`src/verilog/vga_timing_pkg.sv`:
```
package vga_timing_pkg;

  // reduced panel mode, small enough to simulate whole frames
  // horizontal, in pixels
  localparam int h_visible     = 8;
  localparam int h_front_porch = 2;
  localparam int h_sync_pulse  = 3;
  localparam int h_back_porch  = 3;
  localparam int h_whole_line  = h_visible + h_front_porch + h_sync_pulse + h_back_porch;

  // vertical, in lines
  localparam int v_visible     = 4;
  localparam int v_front_porch = 1;
  localparam int v_sync_pulse  = 1;
  localparam int v_back_porch  = 1;
  localparam int v_whole_frame = v_visible + v_front_porch + v_sync_pulse + v_back_porch;

  // sync windows, sync is driven low for start <= pos < end
  localparam int h_sync_start = h_visible + h_front_porch;
  localparam int h_sync_end   = h_sync_start + h_sync_pulse;
  localparam int v_sync_start = v_visible + v_front_porch;
  localparam int v_sync_end   = v_sync_start + v_sync_pulse;

  // raster counter widths
  localparam int col_width = $clog2(h_whole_line);
  localparam int row_width = $clog2(v_whole_frame);

  // system clocks per output pixel
  localparam int scan_div = 2;

endpackage

```
`src/verilog/framebuf_pkg.sv`:
```
package framebuf_pkg;

  // one word per visible pixel, 8 x 4 panel
  localparam int fb_addr_width = 5;
  localparam int fb_data_width = 16;
  localparam int fb_depth      = 32;

  // colour nibble positions inside a framebuffer word
  // bits 3..0 are spare
  localparam int color_width = 4;
  localparam int red_lsb     = 12;
  localparam int green_lsb   = 8;
  localparam int blue_lsb    = 4;

  // one pixel as it travels to the panel
  typedef struct packed {
    logic [color_width-1:0] red;
    logic [color_width-1:0] green;
    logic [color_width-1:0] blue;
    logic                   hsync;
    logic                   vsync;
  } pixel_t;

  // axi response codes
  localparam logic [1:0] resp_okay = 2'b00;

endpackage

```
`src/verilog/axil_read_if.sv`:
```
interface axil_read_if (
  input logic clk
);
  import framebuf_pkg::*;

  // read address channel
  logic [fb_addr_width-1:0] araddr;
  logic                     arvalid;
  logic                     arready;

  // read data channel
  logic [fb_data_width-1:0] rdata;
  logic [1:0]               rresp;
  logic                     rvalid;
  logic                     rready;

  // requester side, the pixel stream
  modport master (
    input  clk, arready, rdata, rresp, rvalid,
    output araddr, arvalid, rready
  );

  // responder side, the framebuffer
  modport slave (
    input  clk, araddr, arvalid, rready,
    output arready, rdata, rresp, rvalid
  );

endinterface

```
`src/verilog/framebuf_sram.sv`:
```
module framebuf_sram (
  input  logic                                   clk,
  input  logic                                   reset,
  input  logic                                   fb_we,
  input  logic [framebuf_pkg::fb_addr_width-1:0] fb_waddr,
  input  logic [framebuf_pkg::fb_data_width-1:0] fb_wdata,
  axil_read_if.slave                             axi
);
  import framebuf_pkg::*;

  // one word per visible pixel
  logic [fb_data_width-1:0] mem [fb_depth];

  logic ar_done;
  logic r_done;

  assign ar_done = axi.arvalid && axi.arready;
  assign r_done  = axi.rvalid && axi.rready;

  // image load port
  always_ff @(posedge clk) begin
    if (fb_we) begin
      mem[fb_waddr] <= fb_wdata;
    end
  end

  // single outstanding read
  // take a new address only once the last response has gone
  assign axi.arready = !axi.rvalid;

  // no error path, every read answers okay
  assign axi.rresp = resp_okay;

  // response valid, held until the master takes it
  always_ff @(posedge clk or posedge reset) begin
    if (reset) begin
      axi.rvalid <= 1'b0;
    end else begin
      if (ar_done) begin
        axi.rvalid <= 1'b1;
      end else if (r_done) begin
        axi.rvalid <= 1'b0;
      end
    end
  end

  // read word captured on the address handshake
  // stays put while rvalid waits for rready
  always_ff @(posedge clk) begin
    if (ar_done) begin
      axi.rdata <= mem[axi.araddr];
    end
  end

  // requests must land inside the framebuffer
  a_araddr_in_range : assert property (
    @(posedge clk) disable iff (reset)
    axi.arvalid |-> (int'(axi.araddr) < fb_depth)
  ) else $error("framebuf_sram: read address %0d outside framebuffer", axi.araddr);

endmodule

```
`src/verilog/vga_sram_pixel_stream.sv`:
```
module vga_sram_pixel_stream (
  input  logic                 clk,
  input  logic                 reset,
  input  logic                 enable,
  axil_read_if.master          axi,
  output framebuf_pkg::pixel_t pixel,
  output logic                 pixel_valid,
  input  logic                 pixel_ready
);
  import vga_timing_pkg::*;
  import framebuf_pkg::*;

  // idle    waiting to start the current position
  // fetch   memory read in flight for a visible position
  // present pixel offered to the fifo
  typedef enum logic [1:0] {
    st_idle,
    st_fetch,
    st_present
  } state_t;

  state_t state;

  // raster position
  logic [col_width-1:0] column;
  logic [row_width-1:0] row;

  logic                     visible;
  logic                     hsync_now;
  logic                     vsync_now;
  logic [fb_addr_width-1:0] pixel_addr;
  logic                     start_pos;
  logic                     read_done;
  logic                     pixel_done;
  logic                     last_col;
  logic                     last_row;

  assign visible   = (column < h_visible) && (row < v_visible);
  // sync is active low inside its window
  assign hsync_now = !((column >= h_sync_start) && (column < h_sync_end));
  assign vsync_now = !((row >= v_sync_start) && (row < v_sync_end));

  // linear framebuffer, row major
  assign pixel_addr = fb_addr_width'(row * h_visible + column);

  assign last_col = (column == col_width'(h_whole_line - 1));
  assign last_row = (row == row_width'(v_whole_frame - 1));

  // a new position only begins while enabled
  assign start_pos  = (state == st_idle) && enable;
  assign read_done  = axi.rvalid && axi.rready;
  assign pixel_done = pixel_valid && pixel_ready;

  assign pixel_valid = (state == st_present);
  // ready for the response for the whole fetch
  assign axi.rready  = (state == st_fetch);

  // fsm, raster counters and read request valid
  always_ff @(posedge clk or posedge reset) begin
    if (reset) begin
      state       <= st_idle;
      column      <= '0;
      row         <= '0;
      axi.arvalid <= 1'b0;
    end else begin
      case (state)
        st_idle: begin
          if (enable) begin
            // blanking skips memory entirely
            if (visible) begin
              axi.arvalid <= 1'b1;
              state       <= st_fetch;
            end else begin
              state <= st_present;
            end
          end
        end

        st_fetch: begin
          // hold the request until the slave takes it
          if (axi.arvalid && axi.arready) begin
            axi.arvalid <= 1'b0;
          end
          if (read_done) begin
            state <= st_present;
          end
        end

        st_present: begin
          // advance only once the fifo has the pixel
          if (pixel_done) begin
            state <= st_idle;
            if (last_col) begin
              column <= '0;
              row    <= last_row ? '0 : row + 1'b1;
            end else begin
              column <= column + 1'b1;
            end
          end
        end

        default: begin
          state <= st_idle;
        end
      endcase
    end
  end

  // request address and pixel payload
  always_ff @(posedge clk) begin
    if (start_pos && visible) begin
      axi.araddr <= pixel_addr;
    end
    // blanking is black, visible takes the stored nibbles
    if ((start_pos && !visible) || read_done) begin
      pixel.red   <= read_done ? axi.rdata[red_lsb +: color_width] : '0;
      pixel.green <= read_done ? axi.rdata[green_lsb +: color_width] : '0;
      pixel.blue  <= read_done ? axi.rdata[blue_lsb +: color_width] : '0;
      pixel.hsync <= hsync_now;
      pixel.vsync <= vsync_now;
    end
  end

  // the framebuffer never reports an error
  a_rresp_okay : assert property (
    @(posedge clk) disable iff (reset)
    read_done |-> (axi.rresp == resp_okay)
  ) else $error("vga_sram_pixel_stream: read response not okay");

  // offered pixel held steady under back-pressure
  a_pixel_stable : assert property (
    @(posedge clk) disable iff (reset)
    (pixel_valid && !pixel_ready) |=> (pixel_valid && $stable(pixel))
  ) else $error("vga_sram_pixel_stream: pixel changed while stalled");

endmodule

```
`src/verilog/pixel_fifo.sv`:
```
module pixel_fifo #(
  parameter type item_t     = framebuf_pkg::pixel_t,
  parameter int  fifo_depth = 4
) (
  input  logic  clk,
  input  logic  reset,
  input  item_t in_data,
  input  logic  in_valid,
  output logic  in_ready,
  output item_t out_data,
  output logic  out_valid,
  input  logic  out_ready
);
  // depth is a power of two, pointers wrap by overflow
  localparam int ptr_width = $clog2(fifo_depth);

  item_t mem [fifo_depth];

  logic [ptr_width-1:0] rd_ptr;
  logic [ptr_width-1:0] wr_ptr;
  // one bit wider to hold a full count
  logic [ptr_width:0]   count;
  logic                 push;
  logic                 pop;

  assign in_ready  = (count < (ptr_width + 1)'(fifo_depth));
  assign out_valid = (count != '0);
  assign out_data  = mem[rd_ptr];

  assign push = in_valid && in_ready;
  assign pop  = out_valid && out_ready;

  // storage
  always_ff @(posedge clk) begin
    if (push) begin
      mem[wr_ptr] <= in_data;
    end
  end

  // pointers and occupancy, push and pop may coincide
  always_ff @(posedge clk or posedge reset) begin
    if (reset) begin
      rd_ptr <= '0;
      wr_ptr <= '0;
      count  <= '0;
    end else begin
      if (push) begin
        wr_ptr <= wr_ptr + 1'b1;
      end
      if (pop) begin
        rd_ptr <= rd_ptr + 1'b1;
      end
      if (push && !pop) begin
        count <= count + 1'b1;
      end else if (pop && !push) begin
        count <= count - 1'b1;
      end
    end
  end

  a_count_bound : assert property (
    @(posedge clk) disable iff (reset)
    count <= (ptr_width + 1)'(fifo_depth)
  ) else $error("pixel_fifo: occupancy above depth");

  // an empty fifo has both pointers together
  a_no_pop_empty : assert property (
    @(posedge clk) disable iff (reset)
    (count == '0) |-> (rd_ptr == wr_ptr)
  ) else $error("pixel_fifo: pop while empty");

endmodule

```
`src/verilog/vga_scanout.sv`:
```
module vga_scanout (
  input  logic                 clk,
  input  logic                 reset,
  input  framebuf_pkg::pixel_t in_pixel,
  input  logic                 in_valid,
  output logic                 in_ready,
  output logic                 hsync,
  output logic                 vsync,
  output logic [3:0]           red,
  output logic [3:0]           green,
  output logic [3:0]           blue,
  output logic                 pixel_valid
);
  import vga_timing_pkg::*;

  localparam int div_width = $clog2(scan_div);

  // pixel-rate divider
  logic [div_width-1:0] div_cnt;
  logic                 pop;

  // pop slot only on the terminal count
  assign in_ready = (div_cnt == div_width'(scan_div - 1));
  assign pop      = in_valid && in_ready;

  always_ff @(posedge clk or posedge reset) begin
    if (reset) begin
      div_cnt     <= '0;
      pixel_valid <= 1'b0;
      hsync       <= 1'b1;
      vsync       <= 1'b1;
      red         <= '0;
      green       <= '0;
      blue        <= '0;
    end else begin
      div_cnt <= in_ready ? '0 : div_cnt + 1'b1;
      // one cycle strobe per pixel, empty slot stays low
      pixel_valid <= pop;
      // all outputs move together
      if (pop) begin
        hsync <= in_pixel.hsync;
        vsync <= in_pixel.vsync;
        red   <= in_pixel.red;
        green <= in_pixel.green;
        blue  <= in_pixel.blue;
      end
    end
  end

  // output pacing, never faster than one pixel per scan_div clocks
  a_pacing : assert property (
    @(posedge clk) disable iff (reset)
    pixel_valid |=> !pixel_valid [* (scan_div - 1)]
  ) else $error("vga_scanout: output pixels closer than scan_div");

endmodule

```
`src/verilog/vga_framebuf_top.sv`:
```
module vga_framebuf_top (
  input  logic                                   clk,
  input  logic                                   reset,
  input  logic                                   enable,
  input  logic                                   fb_we,
  input  logic [framebuf_pkg::fb_addr_width-1:0] fb_waddr,
  input  logic [framebuf_pkg::fb_data_width-1:0] fb_wdata,
  output logic                                   hsync,
  output logic                                   vsync,
  output logic [3:0]                             red,
  output logic [3:0]                             green,
  output logic [3:0]                             blue,
  output logic                                   pixel_valid
);
  import framebuf_pkg::*;

  // stream to fifo
  pixel_t stream_pixel;
  logic   stream_valid;
  logic   stream_ready;

  // fifo to scanout
  pixel_t fifo_pixel;
  logic   fifo_valid;
  logic   fifo_ready;

  // framebuffer read bus
  axil_read_if i_axil_read_if (
    .clk (clk)
  );

  framebuf_sram i_framebuf_sram (
    .clk      (clk),
    .reset    (reset),
    .fb_we    (fb_we),
    .fb_waddr (fb_waddr),
    .fb_wdata (fb_wdata),
    .axi      (i_axil_read_if.slave)
  );

  vga_sram_pixel_stream i_vga_sram_pixel_stream (
    .clk         (clk),
    .reset       (reset),
    .enable      (enable),
    .axi         (i_axil_read_if.master),
    .pixel       (stream_pixel),
    .pixel_valid (stream_valid),
    .pixel_ready (stream_ready)
  );

  pixel_fifo #(
    .item_t     (pixel_t),
    .fifo_depth (4)
  ) i_pixel_fifo (
    .clk       (clk),
    .reset     (reset),
    .in_data   (stream_pixel),
    .in_valid  (stream_valid),
    .in_ready  (stream_ready),
    .out_data  (fifo_pixel),
    .out_valid (fifo_valid),
    .out_ready (fifo_ready)
  );

  vga_scanout i_vga_scanout (
    .clk         (clk),
    .reset       (reset),
    .in_pixel    (fifo_pixel),
    .in_valid    (fifo_valid),
    .in_ready    (fifo_ready),
    .hsync       (hsync),
    .vsync       (vsync),
    .red         (red),
    .green       (green),
    .blue        (blue),
    .pixel_valid (pixel_valid)
  );

endmodule

```
`config.mk`:
```
export PLATFORM = sky130hd
export DESIGN_NAME = vga_framebuf_top
export DESIGN_NICKNAME = d
export VERILOG_FILES = /design/src/verilog/vga_timing_pkg.sv /design/src/verilog/framebuf_pkg.sv /design/src/verilog/axil_read_if.sv /design/src/verilog/framebuf_sram.sv /design/src/verilog/vga_sram_pixel_stream.sv /design/src/verilog/pixel_fifo.sv /design/src/verilog/vga_scanout.sv /design/src/verilog/vga_framebuf_top.sv
export SDC_FILE = /design/constraint.sdc
export NUM_CORES = 1
export LEC_CHECK = 0
export BUFFER_PORTS_ARGS = -buffer_cell sky130_fd_sc_hd__buf_2
export CAP_MARGIN = 20
export CORE_AREA = 2 2 279 309
export DETAILED_ROUTE_END_ITERATION = 10
export DIE_AREA = 0 0 281 311
export PLACE_DENSITY_LB_ADDON = 0.2
export SYNTH_ARGS = -nofsm -noshare
export SYNTH_HDL_FRONTEND = slang
export SYNTH_HIERARCHICAL = 1
export SYNTH_SLANG_ARGS = --single-unit
export TNS_END_PERCENT = 1
```
`constraint.sdc`:
```
create_clock -name clk -period 2.3 [get_ports clk]
set_input_delay 0.115 -clock clk [delete_from_list [all_inputs] [get_ports clk]]
set_output_delay 0.115 -clock clk [all_outputs]
set_load 0.03 [all_outputs]
```
==> results_dict.tcl <==
set metrics [dict create \
    hold_violations 0 \
    peakVddDrop_v 0.000596 \
    slew_headroom 0.429 \
    crit_arrival_ns 2.46 \
    crit_slowest_cell "edfxtp_1" \
    reg2reg_from "i_vga_sram_pixel_stream/axi.araddr[0]" \
    max_freq_ghz 0.461 \
    num_vias 10000 \
    setup_viol 0 \
    numCtsBuffers 53 \
    die_w_um 281 \
    die_area_mm2 0.0874 \
    grt_pass1_vias 10300 \
    clk_latency_ns 0.61 \
    fin_nets 1283 \
    start_util 0.239 \
    r2r_setup_slack_ns 0.13 \
    top_level_ports 40 \
    synth_area_per_cell_um2 17.7 \
    p_leak_nw 8.24 \
    wl_per_cell_um 19.7 \
    drt-initial-drc-count 497 \
    hpwl_um 28700 \
    track_usage 0.109 \
    area_delta_synth_final_pct 17.3 \
    firstDrtPassIters 5 \
    drive_gt1_frac 0.183 \
    endpoint_kind "flip-flop" \
    htree_levels 2 \
    slowest_delay_ns 0.39 \
    syn_inst 1134 \
    overflow 0 \
    max_cap_violations 0 \
    p_total_mw 24.7 \
    timing.hold.ws_ns 0.0668 \
    port_buffers 35 \
    powerDensity_mw_per_mm2 1050 \
    antenna_found_initial 0 \
    grt_max_degree 38 \
    postSynthNetCount 1170 \
    skew_ns 0.0293 \
    min_path_type "in2async" \
    reg2reg_to "i_framebuf_sram/axi.rdata[10]" \
    tightest_slew_ns 0.856 \
    cts_buffer_depth 3 \
    finalMaxSlewViolations 0 \
    place.gp.congestion 0.716 \
    status "completed" \
    viasPerCell 4.13 \
    clkSinkCount 505 \
    fp.dieH_um 311 \
    coreArea_mm2 0.0842 \
    post-route-period-util 0.943 \
    path_cells "buf_12 -> buf_4 -> mux2i_1 -> a22o_1 -> nor3_1 -> a31oi_1 -> nand3_1" \
    synth_area_mm2 0.0201 \
    drc 0 \
    criticalPathCategory "reg2reg" \
    fin_crit_ns 2.17 \
    rows 112 \
    reg2regPathDepth 7 \
    cts_tree "done" \
    root_buffer "clkbuf_16" \
    start_kind "flip-flop" \
    ys_warn_count 6 \
    ant_nets 0 \
    setup-tns-final_ns 0 \
    rsz0062_at_grt "no" \
    path_clk_slew_ns 0.06 \
    critical_path_required_ns 2.59 \
    grt_pass1_wl_um 70000 \
    crit_fanout 14 \
    wl_um 47900 \
]
==> critical path: cells and delay by family (launching register included) <==
kind                   cells  cell delay (ns)
flip-flops                 1             0.39
multiplexers               1             0.21
AND/OR/NAND/NOR            2             0.34
AO/OA/AOI/OAI              2             0.53
buffers and inverters      2             0.37
==> layout make-up <==
type                            count  area, um2
Tap cell                         1140       1430
Multi-Input combinational cell    538       4470
Antenna cell                        1       2.50
Sequential cell                   505      15000
Inverter                           16       60.1
Timing Repair Buffer              133       1030
Clock buffer                       70       1410
Clock inverter                     27        204
Fill cell                        8469      60600
==> metrics by stage <==
step / worst slack (ns) / area, um2 / std cells / util
6_report: 0.131 / 23600 / 2430 / 0.280
3_5_place_dp: 0.106 / 21900 / 2329 / 0.260
3_3_place_gp: 0.0979 / 21900 / 2329 / 0.260
2_1_floorplan: 0.317 / 20100 / 1134 / -
4_1_cts: 0.0620 / 23600 / 2429 / 0.280
5_1_grt: 0.0403 / 23600 / 2429 / 0.280
==> flip-flops by register name (all words and copies together), names as in the netlist, 2 cells and up <==
| name | flops |
|---|---|
| i_pixel_fifo/mem | 56 |
| i_vga_sram_pixel_stream/state | 2 |
| i_vga_sram_pixel_stream/axi.araddr | 5 |
| i_pixel_fifo/count | 3 |
| i_vga_scanout/green | 4 |
| i_pixel_fifo/wr_ptr | 2 |
| i_framebuf_sram/axi.rdata | 12 |
| i_vga_sram_pixel_stream/pixel | 14 |
| i_vga_sram_pixel_stream/column | 4 |
| i_vga_scanout/red | 4 |
| i_framebuf_sram/mem | 384 |
| i_pixel_fifo/rd_ptr | 2 |
| i_vga_scanout/blue | 4 |
| i_vga_sram_pixel_stream/row | 3 |
==> cells in the final DEF, fill, tap and decap left out, types with 4 or more instances in the layout <==
master,instances
nand2_1,34
ha_1,10
nand4_1,12
mux4_2,8
a21oi_1,26
buf_4,83
o21ai_0,8
edfxtp_1,471
dfrtp_1,32
buf_2,35
nor2_1,38
and2_1,5
and3_1,12
mux4_1,6
nor3_1,12
mux2i_1,192
xnor2_1,6
inv_1,16
clkbuf_16,54
clkinv_1,14
a31oi_1,11
a22o_1,25
nand3b_1,6
mux2_2,9
nand3_1,28
a22oi_1,48
buf_6,4
clkinv_2,6
clkbuf_1,16
buf_12,8
mux2_4,9
==> what timing repair did <==
item,in CTS,in global routing
setup buffers,0,0
endpoints found under the hold margin,33,0
hold buffers,3,0
resized for setup,0,5
setup endpoints to repair,0,7
==> worst max-delay path by stage <==
stage,startpoint,end,slack [ns],cells after the start
after CTS,i_vga_sram_pixel_stream/axi.araddr[0],i_framebuf_sram/axi.rdata[12],0.06,6
after global placement,i_vga_sram_pixel_stream/axi.araddr[0],i_framebuf_sram/axi.rdata[15],0.1,7
after floorplan,i_vga_sram_pixel_stream/state[1],i_pixel_fifo/count[2],0.32,10
after detailed placement,i_vga_sram_pixel_stream/axi.araddr[0],i_framebuf_sram/axi.rdata[12],0.11,6
after global routing,i_vga_sram_pixel_stream/axi.araddr[0],i_framebuf_sram/axi.rdata[10],0.04,6
final,i_vga_sram_pixel_stream/axi.araddr[0],i_framebuf_sram/axi.rdata[10],0.13,7
==> layer usage <==
layer	global-route usage	part of all wire	up-vias
met1	0.146	0.46	5145
met4	0.0278	0.018	0
li1	-	-	4661
met3	0.0183	0.036	70
met2	0.182	0.49	156
met5	0	0	-
==> power breakdown <==
group	internal, mW	leakage (nW)	switching, mW
sequential	10.9	4.66	0.345
clock	4.53	0.774	3.51
combinational	2.31	2.81	3.19
No activity file was read; power rests on OpenSTA's default activity.
